`src/design/i2c_pkg.sv`:
```
package i2c_pkg;

  localparam int n_bus   = 2;                                  // Independent I2C buses
  localparam int bus_w   = (n_bus > 1) ? $clog2(n_bus) : 1;    // Bus index width
  localparam int clk_div = 4;                                  // Clocks per quarter SCL period
  localparam int div_w   = (clk_div > 1) ? $clog2(clk_div) : 1;

  // One host request
  typedef struct packed {
    logic [bus_w-1:0] bus;
    logic [6:0]       addr;
    logic             rw;          // 0 write, 1 read
    logic             two_bytes;
    logic [15:0]      data;        // MSB byte goes out first
  } i2c_cmd_t;

  // One finished transfer
  typedef struct packed {
    logic [bus_w-1:0] bus;
    logic             got_ack;     // Address acknowledged
    logic             rw;
    logic [15:0]      read_data;
  } i2c_rsp_t;

  typedef enum logic [3:0] {
    st_idle,
    st_start,
    st_addr,
    st_rw_bit,
    st_slave_ack,
    st_write_byte,
    st_read_byte,
    st_master_ack,
    st_stop1,
    st_stop2
  } i2c_state_t;

endpackage

```
`src/design/i2c_cmd_dispatch.sv`:
```
`timescale 1ns/1ps

module i2c_cmd_dispatch (
  input  logic                      clk,
  input  logic                      rst,
  input  logic                      cmd_start,
  input  i2c_pkg::i2c_cmd_t         cmd,
  input  logic [i2c_pkg::n_bus-1:0] bus_ready,
  input  logic [i2c_pkg::n_bus-1:0] slot_free,
  output logic [i2c_pkg::n_bus-1:0] cmd_ready,
  output logic [i2c_pkg::n_bus-1:0] bus_start,
  output i2c_pkg::i2c_cmd_t         bus_cmd [i2c_pkg::n_bus]
);
  import i2c_pkg::*;

  logic [n_bus-1:0] hit;

  // A start already on its way to the master blocks the bus too
  assign cmd_ready = bus_ready & slot_free & ~bus_start;

  always_comb
  begin
    for (int i = 0; i < n_bus; i++)
    begin
      hit[i] = cmd_start && (cmd.bus == bus_w'(i)) && cmd_ready[i];
    end
  end

  always_ff @(posedge clk)
  begin
    if (rst)
    begin
      bus_start <= '0;
    end
    else
    begin
      bus_start <= hit;              // One-cycle pulse to the addressed bus only
    end
  end

  always_ff @(posedge clk)
  begin
    for (int i = 0; i < n_bus; i++)
    begin
      if (hit[i])
      begin
        bus_cmd[i] <= cmd;
      end
    end
  end

  for (genvar g = 0; g < n_bus; g++)
  begin : g_chk
    // Master must still be idle when its start arrives
    a_start_ready : assert property (@(posedge clk) disable iff (rst)
      bus_start[g] |-> bus_ready[g]);
  end

endmodule

```
`config.mk`:
```
export PLATFORM = sky130hd
export DESIGN_NAME = i2c_cmd_dispatch
export DESIGN_NICKNAME = d
export VERILOG_FILES = /design/src/design/i2c_pkg.sv /design/src/design/i2c_cmd_dispatch.sv
export SDC_FILE = /design/constraint.sdc
export NUM_CORES = 1
export LEC_CHECK = 0
export BUFFER_PORTS_ARGS = -buffer_cell sky130_fd_sc_hd__clkbuf_2
export CAP_MARGIN = 20
export CORE_AREA = 4 4 70 72
export DETAILED_ROUTE_END_ITERATION = 6
export DIE_AREA = 0 0 74 76
export MAX_ROUTING_LAYER = met4
export PLACE_DENSITY_LB_ADDON = 0.15
export SYNTH_ARGS = -nofsm -noshare
export SYNTH_HDL_FRONTEND = slang
export SYNTH_SLANG_ARGS = --single-unit
```
`constraint.sdc`:
```
create_clock -name clk -period 5.52 [get_ports clk]
set_input_delay 0.828 -clock clk [delete_from_list [all_inputs] [get_ports clk]]
set_output_delay 0.828 -clock clk [all_outputs]
set_load 0.02 [all_outputs]
```
After elaboration in Yosys (flattened, before gate mapping)
Cells that the tools add are included.

Bitwise logic cells: 4. Reductions and logical operators: 4.

Operator list (count): bitwise AND 2 bit (2); logical AND 1 bit (4); inverter 2 bit (1); inverter 1 bit (1).

Register bits after elaboration: 54. Bits of input ports: 33. Word-level logic and storage cells: 19. Output and inout port bits: 56.

Depth between registers and ports, before layout
Depth after elaboration: 3. Depth in mapped cells: 2. Gate-level depth less buffers: 2.

Least setup slack after synthesis
OpenSTA, ideal clock, no wires.

Kind: in2reg. Start point: input port bus_ready[0] in the netlist's numbering. End point: register bus_cmd[26] in the netlist's numbering, enable pin. Required time: 5036 ps. Arrival time: 3657 ps. Stages on the path: 2. Path buffers: 0. Setup time: 484 ps. Slack: 1379 ps. Cell sequence: nand2_1 > nor4b_1.

Longest elaborated chain between the ends: 3.

Ends and longest elaborated chain: start, declared (line i2c_cmd_dispatch.sv:8) `input logic [i2c_pkg::n_bus-1:0] bus_ready,`; bitwise AND 2 bit (2 in a row) (line i2c_cmd_dispatch.sv:19) `assign cmd_ready = bus_ready & slot_free & ~bus_start;`; logical AND 1 bit (line i2c_cmd_dispatch.sv:25) `hit[i] = cmd_start && (cmd.bus == bus_w'(i)) && cmd_ready[i];`; named net hit[0] (line i2c_cmd_dispatch.sv:16) `logic [n_bus-1:0] hit;`; end signal, assigned by index (line i2c_cmd_dispatch.sv:47) `bus_cmd[i] <= cmd;`; end, declared (line i2c_cmd_dispatch.sv:12) `output i2c_pkg::i2c_cmd_t bus_cmd [i2c_pkg::n_bus]`.

The timed path passes the listed nets, and every way through them passes these cells. A chain may end at the register's enable or synchronous reset.

Worst setup path after layout
Start point: input port bus_ready[0] in the netlist's numbering. End point: output port cmd_ready[0] in the netlist's numbering.

Longest elaborated chain between the ends: 2.

Ends and longest elaborated chain: bitwise AND 2 bit (2 in a row) (line i2c_cmd_dispatch.sv:19); end, declared (line i2c_cmd_dispatch.sv:10) `output logic [i2c_pkg::n_bus-1:0] cmd_ready,`.

No other way between the ends.

==> summary.md <==
| Metric | Value |
|---|---|
| Net Sw Frac | `19.4%` |
| Drt via density | `roughly 4.4` |
| Slew @ Worst Pin | `0.610 ns` |
| CP Launch Type | `input pin` |
| Post-CTS setup buffers | `0` |
| R2r endpoint | `bus_cmd[23]` |
| CTS tree | `done` |
| Unrepaired setup endpoints after global routing | `false` |
| Max-Cap Viols | `0` |
| DR WL met3 | `359 um` |
| Hold_sp | `bus_start[0]` |
| FF-to-FF path depth | `2` |
| CP endpoint kind | `primary output` |
| FF/Latch Area | `approximately 1600 um^2` |
| Post-Syn Nets | `95` |
| Final core occ | `52.7%` |
| Clock root buffer | `clkbuf_8` |
| Worst reg2reg startpoint | `bus_start[1]` |
| Synth Area in Simple Gates | `3.40%` |
| Arrival time worst endpoint | `about 1.3 ns` |
| Final wirelength | `between 3000 and 4000 um` |
| Vias in the first global route | `~950` |
| Relative slew slack | `59.3%` |
| Hold-fix buffer count after cts | `0` |
| WL met1 | `roughly 1100 um` |
| Peak supply drop | `~0.00015 V` |
| Complex-gate fraction of the synthesized area | `0%` |
| Total GRT Usage | `a little under an eighth` |
| Status | `finished, final reports clean` |
| Synth Area in Adders | `0%` |
| Post-layout minimum cycle time | `approximately 2.1 ns` |
| Max Used Layer | `met4` |
| Most frequent cells in the layout | `clkbuf_2, edfxtp_1, clkbuf_8, dfxtp_1, buf_4` |
| Total power density per cell area | `a little over 300 nW/um^2` |
| Sequential fraction of the synthesis area | `between 90% and 100%` |
| Worst-Skew Late Latency | `0.29 ns` |
| CTS Buffer Depth | `2` |
| Final TNS setup | `0 ns` |
| Initial antenna violation count | `0` |
| Synth cell types | `10` |
| Top-area cell type share of the netlist area | `a little over nine tenths` |
| CTS buffer count | `5` |
| Largest family of logic cells by synthesized area | `simple AND/OR/NAND/NOR gates` |
| Switch Pwr | `roughly 130 uW` |
| Mapped Avg Cell Area | `between 20 and 30 um^2` |
| Hold path depth | `1` |
| Largest net degree at the start of global routing | `27` |
| Xor/xnor share of the synthesized area | `0%` |
| Tcrit/Tclk final | `between 30% and 40%` |
| Critical Path RT | `4.69 ns` |
| Commonest non-fill, non-tap cell in the layout | `clkbuf_2` |
| Hold path endpoint | `bus_start[0]` |
| Layout cell share with drive strength beyond 1 | `62.3%` |
| Io pins | `89` |
| Register share of total power | `~66%` |
| Routed Antenna Nets | `0` |
| Synth warn | `0` |
| CP Class | `in2out` |
| Final setup violation count | `0` |
| Final hold viol count | `0` |
| Synthesis-to-finish area growth | `36.6%` |
| I/O Buffers | `around 90` |
| Mapped Area | `between 1500 and 2000 um^2` |
| Clock Sinks | `54` |
| Drt wl/cell | `approximately 15 um` |
| Multi-input logic area | `roughly 63 um^2` |
| Post-synth top area cell | `edfxtp_1` |
| F_max | `around 480 MHz` |
| Die area | `between 5000 and 6000 um^2` |
| Chip height | `about 76 um` |
| Floorplan Core Area | `around 4300 um^2` |
| DP HPWL | `about 2300 um` |
| Worst hold-check path type | `reg2reg` |
| DR iter-0 viols | `32` |
| Yosys reg bits | `54` |
| Routability cong. | `0.700` |
| Cells taking the most area after synthesis | `edfxtp_1, dfxtp_1, and3b_2, and4b_1, nor4b_1` |
| DR vias | `~930` |
| Reg clk slew, reported paths | `~0.080 ns` |
| Filler Cells Inserted | `380` |
| Clock skew | `a little over 0.004 ns` |
| Nets@finish | `~190` |
| Std-Cell Rows | `24` |
| Die X | `74 um` |
| Slew Limit Fails | `0` |
| First-pass GRT wire length | `approximately 4700 um` |
| Post-CTS resize count | `0` |
| Mux contribution to synthesized area | `0%` |
| Power Internal | `~560 uW` |
| Pre-Repair DR Iteration Count | `4` |
| R2R Setup Slk | `around 4.0 ns` |
| Starting Density | `38.6%` |
| Clock Power Share | `between 20% and 30%` |
| # DRC | `0` |
| Leak | `roughly 0.00093 uW` |
| Cells after Synth | `62` |
| Combinational share of power | `roughly 5.3%` |
| Critical path peak fanout | `3` |
| Routed wl met2 | `between 1500 and 2000 um` |
| ANT cells | `0` |
| H-tree depth | `2` |
| GRT overflow | `0` |
## registers in the layout, summed over array words and instances, names as in the netlist
name       flops
bus_start      2
bus_cmd       52
## power groups by stage
stage / Combinational [uW] / Clock [uW] / Sequential [uW]
2_1_floorplan: 5.48 / 0 / 478
6_report: 36.5 / 197 / 459
3_3_place_gp: 36.4 / 0 / 468
5_1_grt: 39.9 / 225 / 460
4_1_cts: 37.5 / 207 / 459
3_5_place_dp: 37.4 / 0 / 468
## cell families (layout without fill, tap and decap cells)
kind of cell / count (synthesis) / after routing
AND/OR/NAND/NOR: 8 / 8
buffers and inverters: 0 / 97
flip-flops: 54 / 54
## routing by layer
metal | GRT usage, % | vias up
met3 | 4.35 | 5
met2 | 19.5 | 55
met1 | 12.7 | 426
met5 | - | -
met4 | 4.89 | 0
li1 | - | 442
## critical path, stage by stage
cell and delay, ns:
clkbuf_2 0.07, nand2_1 0.09, nor2_1 0.11, clkbuf_2 0.17
## metrics by stage
stage / hold slack, ns / instances / total power (uW) / instance area [um^2] / setup WS [ns]
2_1_floorplan: 0.582 / 62 / 483 / 1660 / 1.38
3_5_place_dp: 0.487 / 204 / 506 / 2180 / 3.42
3_3_place_gp: 0.481 / 204 / 504 / 2180 / 3.43
6_report: 0.510 / 211 / 693 / 2260 / 3.42
4_1_cts: 0.507 / 211 / 703 / 2260 / 3.42
5_1_grt: 0.540 / 211 / 725 / 2260 / 3.36
## synth_stat cells
master and n:
nor2_1 1, nand2b_1 1, nor4_1 1, nand2_1 1, nor4b_1 1, and4b_1 1
edfxtp_1 52, dfxtp_1 2, and3_2 1, and3b_2 1
## cell type report
cell class	count	share of cell area (%)
clock buffer	6	3.20
clock inverter	1	0.331
sequential	54	70.7
tap	52	2.87
multi-input combinational	8	2.76
timing repair buffer	90	20.1
## how the worst max path moves through the flow
stage	from	endpoint	depth (start not counted)
6_report	bus_ready[0]	cmd_ready[0]	4
3_3_place_gp	slot_free[1]	cmd_ready[1]	3
5_1_grt	bus_ready[0]	cmd_ready[0]	4
4_1_cts	bus_ready[0]	cmd_ready[0]	4
2_1_floorplan	bus_ready[0]	bus_cmd[26]	2
3_5_place_dp	bus_ready[0]	cmd_ready[0]	4
Note: power is estimated with default switching activity, not from simulation.
