==> config.mk <==
export PLATFORM = sky130hd
export DESIGN_NAME = i2c_master
export DESIGN_NICKNAME = d
export VERILOG_FILES = /design/src/design/i2c_pkg.sv /design/src/design/i2c_master.sv
export SDC_FILE = /design/constraint.sdc
export NUM_CORES = 1
export LEC_CHECK = 0
export ABC_AREA = 1
export BUFFER_PORTS_ARGS = -buffer_cell sky130_fd_sc_hd__buf_2
export CORE_MARGIN = 2
export CORE_UTILIZATION = 60
export CTS_CLUSTER_DIAMETER = 100
export DETAILED_ROUTE_END_ITERATION = 8
export PLACE_DENSITY = 0.85
export SETUP_SLACK_MARGIN = 0.1
export SYNTH_ARGS = -nofsm -noshare
export SYNTH_HDL_FRONTEND = slang
export SYNTH_SLANG_ARGS = --single-unit
==> constraint.sdc <==
create_clock -name clk -period 6.5 [get_ports clk]
set_input_delay 0.325 -clock clk [delete_from_list [all_inputs] [get_ports clk]]
set_output_delay 0.325 -clock clk [all_outputs]
set_load 0.02 [all_outputs]
==> src/design/i2c_pkg.sv <==
package i2c_pkg;

  localparam int n_bus   = 2;                                  // Independent I2C buses
  localparam int bus_w   = (n_bus > 1) ? $clog2(n_bus) : 1;    // Bus index width
  localparam int clk_div = 4;                                  // Clocks per quarter SCL period
  localparam int div_w   = (clk_div > 1) ? $clog2(clk_div) : 1;

  // One host request
  typedef struct packed {
    logic [bus_w-1:0] bus;
    logic [6:0]       addr;
    logic             rw;          // 0 write, 1 read
    logic             two_bytes;
    logic [15:0]      data;        // MSB byte goes out first
  } i2c_cmd_t;

  // One finished transfer
  typedef struct packed {
    logic [bus_w-1:0] bus;
    logic             got_ack;     // Address acknowledged
    logic             rw;
    logic [15:0]      read_data;
  } i2c_rsp_t;

  typedef enum logic [3:0] {
    st_idle,
    st_start,
    st_addr,
    st_rw_bit,
    st_slave_ack,
    st_write_byte,
    st_read_byte,
    st_master_ack,
    st_stop1,
    st_stop2
  } i2c_state_t;

endpackage

==> src/design/i2c_master.sv <==
`timescale 1ns/1ps

module i2c_master (
  input  logic              clk,
  input  logic              rst,
  input  logic              start,
  input  i2c_pkg::i2c_cmd_t cmd,
  input  logic              sda_in,
  input  logic              scl_in,
  output logic              ready,
  output logic              sda_oe,
  output logic              scl_oe,
  output logic              done,
  output i2c_pkg::i2c_rsp_t rsp
);
  import i2c_pkg::*;

  i2c_state_t       state;
  i2c_cmd_t         cmd_q;
  logic [div_w-1:0] div_cnt;
  logic [1:0]       qtr;
  logic [3:0]       bit_cnt;
  logic [15:0]      rdata;
  logic             got_ack;
  logic             ack_q;
  logic             in_data;
  logic             tick;
  logic             sda_upd;
  logic             sample;
  logic             bit_end;
  logic             clocked;
  logic             accept;

  // Quarters 0,1 SCL low, quarters 2,3 SCL high
  assign tick    = (div_cnt == div_w'(clk_div - 1));
  assign sda_upd = tick && (qtr == 2'd0);      // SDA moves mid SCL low
  assign sample  = tick && (qtr == 2'd2);      // Mid SCL high
  assign bit_end = tick && (qtr == 2'd3);

  assign clocked = state inside {st_addr, st_rw_bit, st_slave_ack, st_write_byte,
                                 st_read_byte, st_master_ack, st_stop1};
  assign scl_oe  = clocked && !qtr[1];
  assign ready   = (state == st_idle) && !done && sda_in && scl_in;
  assign accept  = (state == st_idle) && start && ready;
  assign rsp     = '{bus: cmd_q.bus, got_ack: got_ack, rw: cmd_q.rw, read_data: rdata};

  always_ff @(posedge clk)
  begin
    if (rst || state == st_idle)
    begin
      div_cnt <= '0;
      qtr     <= '0;
    end
    else if (tick)
    begin
      div_cnt <= '0;
      qtr     <= qtr + 2'd1;
    end
    else
    begin
      div_cnt <= div_cnt + 1'b1;
    end
  end

  always_ff @(posedge clk)
  begin
    if (rst)
    begin
      state   <= st_idle;
      bit_cnt <= '0;
      in_data <= 1'b0;
      sda_oe  <= 1'b0;
      done    <= 1'b0;
    end
    else
    begin
      done <= 1'b0;
      case (state)
        st_idle:
        begin
          in_data <= 1'b0;
          if (accept)
            state <= st_start;
        end
        st_start:
        begin
          if (tick && qtr == 2'd1)
            sda_oe <= 1'b1;                    // Start: SDA falls, SCL high
          if (bit_end)
          begin
            state   <= st_addr;
            bit_cnt <= 4'd6;
          end
        end
        st_addr:
        begin
          if (sda_upd)
            sda_oe <= ~cmd_q.addr[bit_cnt[2:0]];
          if (bit_end)
          begin
            if (bit_cnt == 4'd0)
              state <= st_rw_bit;
            else
              bit_cnt <= bit_cnt - 4'd1;
          end
        end
        st_rw_bit:
        begin
          if (sda_upd)
            sda_oe <= ~cmd_q.rw;
          if (bit_end)
            state <= st_slave_ack;
        end
        st_slave_ack:
        begin
          if (sda_upd)
            sda_oe <= 1'b0;                    // Let the slave drive
          if (bit_end)
          begin
            if (!in_data)
            begin
              in_data <= 1'b1;
              bit_cnt <= cmd_q.two_bytes ? 4'd15 : 4'd7;
              if (!ack_q)
                state <= st_stop1;             // Address NACK ends early
              else if (cmd_q.rw)
                state <= st_read_byte;
              else
                state <= st_write_byte;
            end
            else if (ack_q && bit_cnt == 4'd8)
            begin
              state   <= st_write_byte;
              bit_cnt <= 4'd7;
            end
            else
            begin
              state <= st_stop1;
            end
          end
        end
        st_write_byte:
        begin
          if (sda_upd)
            sda_oe <= ~cmd_q.data[bit_cnt];
          if (bit_end)
          begin
            if (bit_cnt[2:0] == 3'd0)
              state <= st_slave_ack;
            else
              bit_cnt <= bit_cnt - 4'd1;
          end
        end
        st_read_byte:
        begin
          if (sda_upd)
            sda_oe <= 1'b0;
          if (bit_end)
          begin
            if (bit_cnt[2:0] == 3'd0)
              state <= st_master_ack;
            else
              bit_cnt <= bit_cnt - 4'd1;
          end
        end
        st_master_ack:
        begin
          if (sda_upd)
            sda_oe <= (bit_cnt == 4'd8);       // ACK only if a byte follows
          if (bit_end)
          begin
            if (bit_cnt == 4'd8)
            begin
              state   <= st_read_byte;
              bit_cnt <= 4'd7;
            end
            else
            begin
              state <= st_stop1;
            end
          end
        end
        st_stop1:
        begin
          if (sda_upd)
            sda_oe <= 1'b1;                    // Hold SDA low for stop
          if (bit_end)
            state <= st_stop2;
        end
        st_stop2:
        begin
          if (tick && qtr == 2'd1)
            sda_oe <= 1'b0;                    // Stop: SDA rises, SCL high
          if (bit_end)
          begin
            state <= st_idle;
            done  <= 1'b1;
          end
        end
        default:
        begin
          state <= st_idle;
        end
      endcase
    end
  end

  always_ff @(posedge clk)
  begin
    if (accept)
    begin
      cmd_q <= cmd;
      rdata <= '0;
    end
    if (sample)
    begin
      ack_q <= ~sda_in;
      if (state == st_slave_ack && !in_data)
        got_ack <= ~sda_in;
      if (state == st_read_byte)
        rdata[bit_cnt] <= sda_in;
    end
  end

  a_sda_stable : assert property (@(posedge clk) disable iff (rst)
    (sda_oe != $past(sda_oe)) && !(state inside {st_start, st_stop2}) |-> scl_oe);

  a_done_pulse : assert property (@(posedge clk) disable iff (rst)
    done |=> !done);

endmodule

# Yosys cells after proc, flatten, opt, wreduce, memory -nomap -nowiden
# Cells that the tools add are included.
# classes
magnitude_cmp	3
n_reduce_logical	34
n_mux	53
bitwise_logic	5
add_sub_neg	3
eq_ne	40
# ops
operator	count
4-bit two-way mux	28
16-bit two-way mux	3
4-bit one-hot mux with 10 select lines	1
2-bit inequality test (second input constant)	19
4-bit one-hot mux with 5 select lines	1
16-bit bitwise mux	1
4-bit by 3-bit == test with 1-bit output (second input constant)	4
1-bit logical AND	13
1-bit two-way mux	13
13-bit AND reduction	1
4-bit == test (second input constant)	3
2-bit by 1-bit inequality test with 1-bit output (second input constant)	6
10-bit AND reduction	1
9-bit AND reduction	1
4-bit by 2-bit == test with 1-bit output (second input constant)	2
4-bit logical NOT	2
1-bit one-hot mux with 8 select lines	1
8-bit nonzero test	1
2-bit OR reduction	4
7-bit nonzero test	1
2-bit == test (second input constant)	3
4-bit by 5-bit less-than comparator with 1-bit output (second input constant)	1
1-bit NOT	5
5-bit nonzero test	1
other kinds (18)	22
# word_totals
output_inout_bits	23
ff_bits	59
input_bits	31

# Logic depth before layout (Yosys ltp)
# Gate-level depths: netlist (run 1).
# depth
ltp_word	9
mapped_depth	12
depth_no_buf	11

# Worst setup path after synthesis (run 1)
# Ideal clock, no wire load.
# synth_timing
kind	register to register
start	register state[3]
end	register cmd_q[0] (netlist bit) (enable)
t_arrival_ns	1.784
path_stages_with_launch	9
period_less_slack_ns	2.165
path_slack_ns	4.335
setup_time_ns	0.381
cell_sequence	dfxtp_1 nor2_2 inv_1 nor2_2 inv_1 nor2_4 nand2_4 buf_6 inv_1
# synth_via
elab_chain_len	5
# synth_lines
element	line_no	source
from (decl)	i2c_master.sv:18	i2c_state_t state;
from (signal assigned)	i2c_master.sv:69	state <= st_idle;
from (signal assigned)	i2c_master.sv:83	state <= st_start;
from (signal assigned)	i2c_master.sv:91	state <= st_addr;
4-bit logical NOT	i2c_master.sv:43	assign ready = (state == st_idle) && !done && sda_in && scl_in;
1-bit logical AND (3 in series)	i2c_master.sv:43	
net ready	i2c_master.sv:10	output logic ready,
1-bit logical AND	i2c_master.sv:44	assign accept = (state == st_idle) && start && ready;
net accept	i2c_master.sv:32	logic accept;
to (signal assigned)	i2c_master.sv:212	cmd_q <= cmd;
to (decl)	i2c_master.sv:19	i2c_cmd_t cmd_q;
# The timed path passes the listed nets, and every way through them passes these cells.
# A chain may end at the register's enable or synchronous reset.

# Worst setup path in the final report (run 1)
# layout_timing
start	register state[3]
end	register cmd_q[23] (netlist bit) (enable)
# layout_via
elab_chain_len	5
# layout_lines
element	line_no
4-bit logical NOT (*)	i2c_master.sv:43, i2c_master.sv:44
1-bit logical AND (3 in series)	i2c_master.sv:43
1-bit logical AND (*)	i2c_master.sv:44
net accept	i2c_master.sv:32
# The timed path passes the listed nets; every way through them passes the cells marked *.

==> impl.org, run 1 <==
** Finish
- In the final layout, the share of cells above drive strength 1 is 23.3%.
- Synthesis-to-finish area growth :: 14.6%
- Fill cell instance count of the final layout :: 429
- The repair_antennas step left the layout with diodes totalling 0.
- Final Net Count :: 491

** Yosys
- Cell type contributing the most total cell area after synthesis :: edfxtp_1
- Ranked by instance count, the synthesized netlist is headed by nand2_1, nor2_1, nand3_1, inv_1, dfxtp_1.
- In this run, synthesis inferred 28 flip-flops with an integrated enable.
- When the netlist entered floorplanning its net count stood at 437.
- Of the post-synthesis cell area, the dominant cell type holds 26.8%.
- Counting flops with an async set or reset pin after synthesis yields a share of 0%.
- Dividing the synthesized area by the synthesized cell count gives 7.92 um2.
- Portion of the post-synthesis area used by sequential elements :: 46.6%
- Cells after Synth :: 396
- After synthesis the netlist holds a flip-flop and latch count of 59.
- For this run, the number of Yosys warnings is 0.
- By instance count, the leading cell after synthesis is nand2_1.
- Top flip-flop cell by instance count after synthesis :: dfxtp_1
- The cell area that synthesis handed to floorplanning was 3140 um2.
- Counting distinct cell types in the post-synthesis netlist gives 36.
- Most area-consuming cells after synthesis :: edfxtp_1, dfxtp_1, nand2_1, nand3_1, nor2_1

** STA
- Clock skew on the completed layout was measured at 0.00561 ns.
- Total negative slack :: 0 ns
- Final Cycle Share :: 35.5%
- Worst rel slew slack :: 39.4%
- Setup repair after global routing left no endpoint under its margin.
- For the pin with the worst max-slew slack, the measured transition is 0.908 ns.
- Based on the critical path, the design can be clocked at up to 433 MHz.
- Final-report max-slew violation count :: 0
- Endpoints failing setup :: 0
- Count of final hold-check violations :: 0
- The clock period could shrink to 2.31 ns.

** Worst hold path
- The startpoint identified for the worst hold timing path is cmd[4].
- The tightest min-delay check is of the input pin to register type.
- Number of stages on the worst hold path :: 1
- Worst Hold Endpoint :: cmd_q[4]$_DFFE_PP_

** Route
- In this run the remaining antenna-violating nets after routing total 0.
- Post-detailed-routing wire length :: 6.45 mm
- After detailed routing, no signal wire sits above met4.
- Average via count per standard cell :: 5.15
- Met2 routed WL :: 3.15 mm
- DRC violations left :: 0
- After detailed routing, the wire length on met1 is 2.81 mm.
- Dividing the detail-routed wire length by the instance count gives 12.3 um.
- Pre-antenna DRT Iters :: 5
- Initial DRC Count :: 198
- Total via count in the routed design :: 2705
- The routed design uses 386 um of met3 wire.

** Clocking
- Root cell of the clock tree :: clkbuf_8
- In this run, post-CTS repair resized a total of 0 instances.
- Hold buffer count at cts :: 0
- Clk_lat worst skew :: 0.33 ns
- CTS clock-pin slew for the worst setup and hold paths :: 0.07 ns
- After clock tree synthesis, the setup repair step added 0 buffers.
- No sink is reached through more buffers than the 2 on the longest clock path.
- Clock tree synthesis found a total of 59 sinks.
- Level count of the clock H-tree :: 3
- Number of buffers created by CTS :: 9
- TritonCTS built the clock tree.

** GRT
- Total global-route track usage :: 24.5%
- Number of antenna violations at the first check in global routing :: 0
- The number of global-route vias before repair is 2586.
- Entering global routing, the biggest net connects 27 pins.
- After global routing the overflow that remains totals 0.
- Wire length of the first global-routing pass :: 11.4 mm

** Worst setup path
- CP Max Fanout :: 26
- By startpoint and endpoint, the worst setup path is classified as register to register.
- Cells on worst reg2reg path :: 7
- The worst register-to-register path has a setup slack of 4.19 ns.
- At the worst endpoint, the arrival time is 2.27 ns.
- The worst register-to-register path begins at state[3]$_SDFFE_PP0P_.
- Required time of the worst setup path :: 6.46 ns
- STA classifies the critical path endpoint as a register.
- The worst register-to-register path ends at cmd_q[23]$_DFFE_PP_.
- The worst setup path is launched from a register.

** Power
- After layout, the design draws a total of 1210 uW.
- The analysis attributes to cell leakage a power of 0.00169 uW.
- Cell area power density :: 337 nW/um2
- Across the VDD grid, the largest voltage drop is 213 uV.

** Place
- Routability-driven placement finished with a final weighted congestion of 0.951.
- Detailed placement ended at an HPWL of 4.86 mm.
- Input/output buffers :: 53

** Job
- The tool flagged a number of max-cap violations equal to 0.

** Floorplan
- The die covers 5820 um2.
- Die height :: 76.3 um
- The die is 76.3 um wide.
- Once the floorplan was initialized, standard cells occupied 61.8% of the core.
- Standard cell core area :: 5070 um2
- Boundary pin count :: 54
- The floorplan has 26 rows.

** Run status
- The run finished with clean final reports.
==> per-stage QoR <==
step	cell area, um2	hold slack, ns	utilization (%)	worst slack, ns	std cells
floorplan	3140	0.404	-	4.34	396
global placement	3430	0.415	67.5	4.28	509
detailed placement	3430	0.427	67.5	4.19	509
CTS	3600	0.151	70.9	4.18	525
global route	3600	0.149	70.9	3.97	525
finish	3600	0.160	70.9	4.19	525
==> area by class of cell <==
| cell class | instances | area (um2) | area share, % |
|---|---|---|---|
| clock buffer | 11 | 141 | 3.93 |
| clock inverter | 5 | 28.8 | 0.800 |
| inverter | 50 | 188 | 5.22 |
| multi-input combinational | 277 | 1420 | 39.6 |
| sequential | 59 | 1460 | 40.6 |
| tap | 70 | 87.6 | 2.44 |
| timing repair buffer | 53 | 265 | 7.38 |
==> sequential cells by signal, summed over array words and instances, names as in the netlist, 2 cells and up <==
register and flops:
rsp 2, qtr 2, cmd_q 24, bit_cnt 4
div_cnt 2, state 4, rdata 16
==> worst max path at each step <==
stage / from / to / slack [ns] / cells after the start
after floorplan: state[3]$_SDFFE_PP0P_ / cmd_q[0]$_DFFE_PP_ / 4.34 / 8
after global placement: state[3]$_SDFFE_PP0P_ / cmd_q[23]$_DFFE_PP_ / 4.28 / 7
after detailed placement: state[3]$_SDFFE_PP0P_ / cmd_q[22]$_DFFE_PP_ / 4.19 / 7
after CTS: state[3]$_SDFFE_PP0P_ / cmd_q[19]$_DFFE_PP_ / 4.18 / 7
after global routing: bit_cnt[0]$_SDFFE_PP0P_ / bit_cnt[2]$_SDFFE_PP0P_ / 3.97 / 9
final: state[3]$_SDFFE_PP0P_ / cmd_q[23]$_DFFE_PP_ / 4.19 / 7
==> cell usage in the layout, fill, tap and decap left out, types with 2 or more instances in the layout <==
| master | count |
|---|---|
| a21oi_1 | 13 |
| a21oi_2 | 2 |
| buf_2 | 53 |
| clkbuf_8 | 10 |
| clkinv_2 | 4 |
| dfxtp_1 | 31 |
| edfxtp_1 | 28 |
| ha_1 | 10 |
| inv_1 | 40 |
| inv_2 | 9 |
| nand2_1 | 91 |
| nand2_2 | 7 |
| nand2_4 | 2 |
| nand3_1 | 46 |
| nand3_2 | 4 |
| nand3b_1 | 2 |
| nand4_1 | 3 |
| nor2_1 | 50 |
| nor2_2 | 7 |
| nor2_4 | 3 |
| nor3_1 | 2 |
| o211ai_1 | 2 |
| o21ai_0 | 11 |
| o21ai_1 | 12 |
==> routing by layer <==
metal	GRT usage (%)	up-vias
met1	31.0	1203
met3	5.45	10
met5	0	-
met2	40.6	96
li1	-	1396
met4	10.2	0
==> where the power goes <==
group	leakage, uW	total (uW)	switching [uW]	internal, uW
clock network	0.0000928	288	142	147
logic	0.00109	453	295	158
registers	0.000506	472	39.5	432
==> critical path, stage by stage (launching register included) <==
cell and delay, ns:
dfxtp_1 0.42, nor2_2 0.25, inv_1 0.08, nor2_2 0.12
inv_1 0.10, nor2_4 0.12, nand2_4 0.14, inv_1 0.69
==> logic make-up after synthesis <==
group	after synthesis	synth area share [%]
AO/OA/AOI/OAI	43	7.46
XOR/XNOR	2	0.558
adder cells (fa/ha/maj)	10	3.99
buffers and inverters	60	8.05
flip-flops	59	46.6
AND/OR/NAND/NOR	222	33.4
(Power assumes the default switching activity.)
==> run 2: changes to the inputs <==
--- a/config.mk
+++ b/config.mk
@@ -8,10 +8,10 @@
 export ABC_AREA = 1
 export BUFFER_PORTS_ARGS = -buffer_cell sky130_fd_sc_hd__buf_2
 export CORE_MARGIN = 2
-export CORE_UTILIZATION = 60
+export CORE_UTILIZATION = 51
 export CTS_CLUSTER_DIAMETER = 100
 export DETAILED_ROUTE_END_ITERATION = 8
-export PLACE_DENSITY = 0.85
+export PLACE_DENSITY = 0.76
 export SETUP_SLACK_MARGIN = 0.1
 export SYNTH_ARGS = -nofsm -noshare
 export SYNTH_HDL_FRONTEND = slang
==> constraint.sdc (replaced) <==
create_clock -name clk -period 1.9 [get_ports clk]
set_input_delay 0.095 -clock clk [delete_from_list [all_inputs] [get_ports clk]]
set_output_delay 0.095 -clock clk [all_outputs]
set_load 0.02 [all_outputs]
==> run 2 against run 1 <==
Combinational power grew to 3.9 times the previous value. Sequential power grew to 3.3 times the previous value. Register-to-register slack worse by 3.9 ns. Critical path type is now register to output port. Critical endpoint is now scl_oe. Largest power group is now combinational logic.
==> impl.org, run 2 (same netlist as run 1, synthesis figures left out) <==
** STA
- Highest Clock Rate :: 576 MHz
- The worst hold slack across all endpoints came to 0.110 ns (was 0.160 ns).
- The number of endpoints with negative hold slack in the final report came to 0 (unchanged).
- Setup repair after global routing missed its margin: true (was false).
- Final-report max-slew violation count :: 0 (unchanged)
- Minimum period implied by the final worst setup slack :: 1.74 ns
- Maximum clock skew at final layout :: 0.0108 ns (was 0.00561 ns)
- Total negative slack :: 0 ns (unchanged)
- The worst path uses 91.3% of the clock period.
- Endpoints failing setup :: 0 (unchanged)
- The pin slew with the least headroom to its limit was 0.505 ns (was 0.908 ns).
- Worst rel slew slack :: 66.3% (was 39.4%)

** Place
- The total placed instance area is 3520 um2 (was 3430 um2).
- The routability congestion estimate is 0.910 (was 0.951).
- The detailed placer's ending HPWL is 5.08 mm (was 4.86 mm).
- Input/output buffers :: 53 (unchanged)

** Run status
- Result of the run :: completed (unchanged)

** Finish
- The post-layout instance area came to 3970 um2 (was 3600 um2).
- The fraction of layout instances using a drive strength above 1 was 25.8% (was 23.3%).
- Most common cell after layout, fill and taps aside :: nand2_1 (unchanged)
- Largest regs :: cmd_q x24, rdata x16 (unchanged)
- The antenna diode count was 0 (unchanged).
- Top reg by flops :: cmd_q (unchanged)
- The relative area change from synthesis to final layout is 26.6% (was 14.6%).
- The number of flip-flops in the largest register came to 24 (unchanged).
- Top library cells by usage in the layout, fill and taps aside :: nand2_1, buf_2, nor2_1, nand3_1, inv_1 (unchanged)
- The number of nets in the final layout came to 525 (was 491).

** Power
- The part of the power in registers was 35.9% (was 38.9%).
- Worst VDD drop :: 626 uV (was 213 uV)
- The combinational group share of total power was 40.7% (was 37.4%).
- The static leakage power was 0.00182 uW (was 0.00169 uW).
- The cell-internal power is 2610 uW (was 737 uW).
- The net switching share of the total power is 40.5% (was 39.2%).
- Cell area power density :: 1100 nW/um2 (was 337 nW/um2)
- Portion of total power attributed to the clock network :: 23.4% (was 23.8%)
- Switching component of the power :: 1780 uW (was 476 uW)

** Clocking
- Clk sink count :: 59 (unchanged)
- The clock latency at the later pin of the worst-skew pair came to 0.35 ns (was 0.33 ns).
- Clock tree from TritonCTS :: done (unchanged)
- The number of H-tree branching levels is 3 (unchanged).
- Number of buffers created by CTS :: 9 (unchanged)
- CTS clock-pin slew for the worst setup and hold paths :: 0.08 ns (was 0.07 ns)
- The number of buffers on the longest clock path is 2 (unchanged).
- Root cell of the clock tree :: clkbuf_8 (unchanged)

** Route
- The count of nets left with antenna violations after detail routing came to 0 (unchanged).
- Post-detailed-routing wire length :: 7.36 mm (was 6.45 mm)
- The post-route DRC violation count was 0 (unchanged).
- Average via count per standard cell :: 5.02 (was 5.15)
- Total via count in the routed design :: 2830 (was 2705)
- Initial DRC Count :: 140 (was 198)
- WL per Instance :: 13.1 um (was 12.3 um)
- The number of detailed-route iterations in the first pass was 4 (was 5).

** Worst setup path
- The critical path endpoint category is an output port (was register).
- WP data arrival :: 1.64 ns (was 2.27 ns)
- The critical path launch point type is a register (unchanged).
- Start point of the critical path :: state[3]$_SDFFE_PP0P_ (unchanged)
- The critical path class was register to output port (was register to register).
- The critical-path maximum fanout came to 6 (was 26).
- The endpoint required time on the critical path came to 1.80 ns (was 6.46 ns).
- The launching point of the worst reg2reg path is qtr[1]$_SDFFE_PP0P_ (was state[3]$_SDFFE_PP0P_).

** Worst hold path
- Path type of the worst min-delay path :: input pin to register (unchanged)
- Worst Min Path Start :: start (was cmd[4])

** Floorplan
- Boundary pin count :: 54 (unchanged)
- The core footprint was 5920 um2 (was 5070 um2).
- # rows :: 28 (was 26)
- Die height :: 82.4 um (was 76.3 um)
- Starting density of the core :: 53.0% (was 61.8%)
- Die extent in x :: 82.4 um (was 76.3 um)
- DIE AREA :: 6800 um2 (was 5820 um2)

** GRT
- The largest net degree at the start of global routing is 27 (unchanged).
- Number of antenna violations at the first check in global routing :: 0 (unchanged)
- The wire length of the first global-routing pass came to 12.3 mm (was 11.4 mm).
- The global-route total usage across every layer came to 24.4% (was 24.5%).
- The number of global-route vias before repair is 2681 (was 2586).
- Total grt overflow :: 0 (unchanged)

** Job
- The max-cap violation count came to 0 (unchanged).
-- run 2: changes by cell type in the layout (fill, tap and decap cells not counted), moves of 3 or more --
cell,before,now
dfxtp_1,31,27
buf_4,0,7
dlygate4sd3_1,0,26
inv_1,40,36
clkinvlp_4,0,3
inv_2,9,12
dfxtp_2,0,3
nand2_1,91,88
nand2_2,7,10
clkinv_2,4,0
-- run 2: power groups by stage --
stage	Sequential (uW)	Combinational (uW)	Clock, uW
floorplan	1630	1240	0
global placement	1590	1680	0
detailed placement	1590	1720	0
CTS	1570	1770	1030
global route	1590	2000	1100
finish	1570	1780	1030
-- run 2: worst max-delay path, cell delays in order, from the launching register on --
cell	delay, ns
dfxtp_4	0.39
nor2_4	0.20
nand2_1	0.18
nand2_2	0.14
nor2_1	0.06
a31oi_1	0.14
buf_2	0.19
-- run 2: repair_timing --
item / 4_1_cts / 5_1_grt
gates resized for setup: 4 / 4
buffers inserted: 0 / 0
hold buffers: 26 / 0
pin swaps: 0 / 0
endpoints found under the setup margin: 1 / 8
cloned: 0 / 0
endpoints found under the hold margin: 26 / 0
-- run 2: final timing paths --
path,cells past startpoint,endpoint,slack (ns)
worst max-delay path,6,scl_oe,0.16
worst min-delay path,4,rdata[0]$_DFF_P_,0.11
worst max register to register,7,state[3]$_SDFFE_PP0P_,0.25
worst min register to register,1,div_cnt[0]$_SDFF_PP0_,0.42
-- run 2: layout make-up --
type / instances / area, um2
Tap cell: 75 / 93.8
Sequential cell: 59 / 1470
Fill cell: 519 / 1950
Clock buffer: 10 / 128
Multi-Input combinational cell: 277 / 1440
Timing Repair Buffer: 87 / 598
Clock inverter: 6 / 50.0
Inverter: 50 / 191
-- run 2: per-stage QoR --
stage          power (uW)  setup slack, ns  std cells  util [%]
5_1_grt              4690           0.0667        564      67.1
2_1_floorplan        2880           0.0812        396         -
3_5_place_dp         3310            0.239        522      59.5
3_3_place_gp         3270            0.269        522      59.5
6_report             4380            0.165        564      67.1
4_1_cts              4380            0.116        564      67.0
-- run 2: layer usage --
layer | routed length [um] | GRT usage, % | part of all wire [%]
met2 | 3660 | 42.5 | 50
met4 | 47 | 6.50 | 0.64
met5 | 0 | 0 | 0
met3 | 446 | 6.30 | 6.1
met1 | 3210 | 29.7 | 44
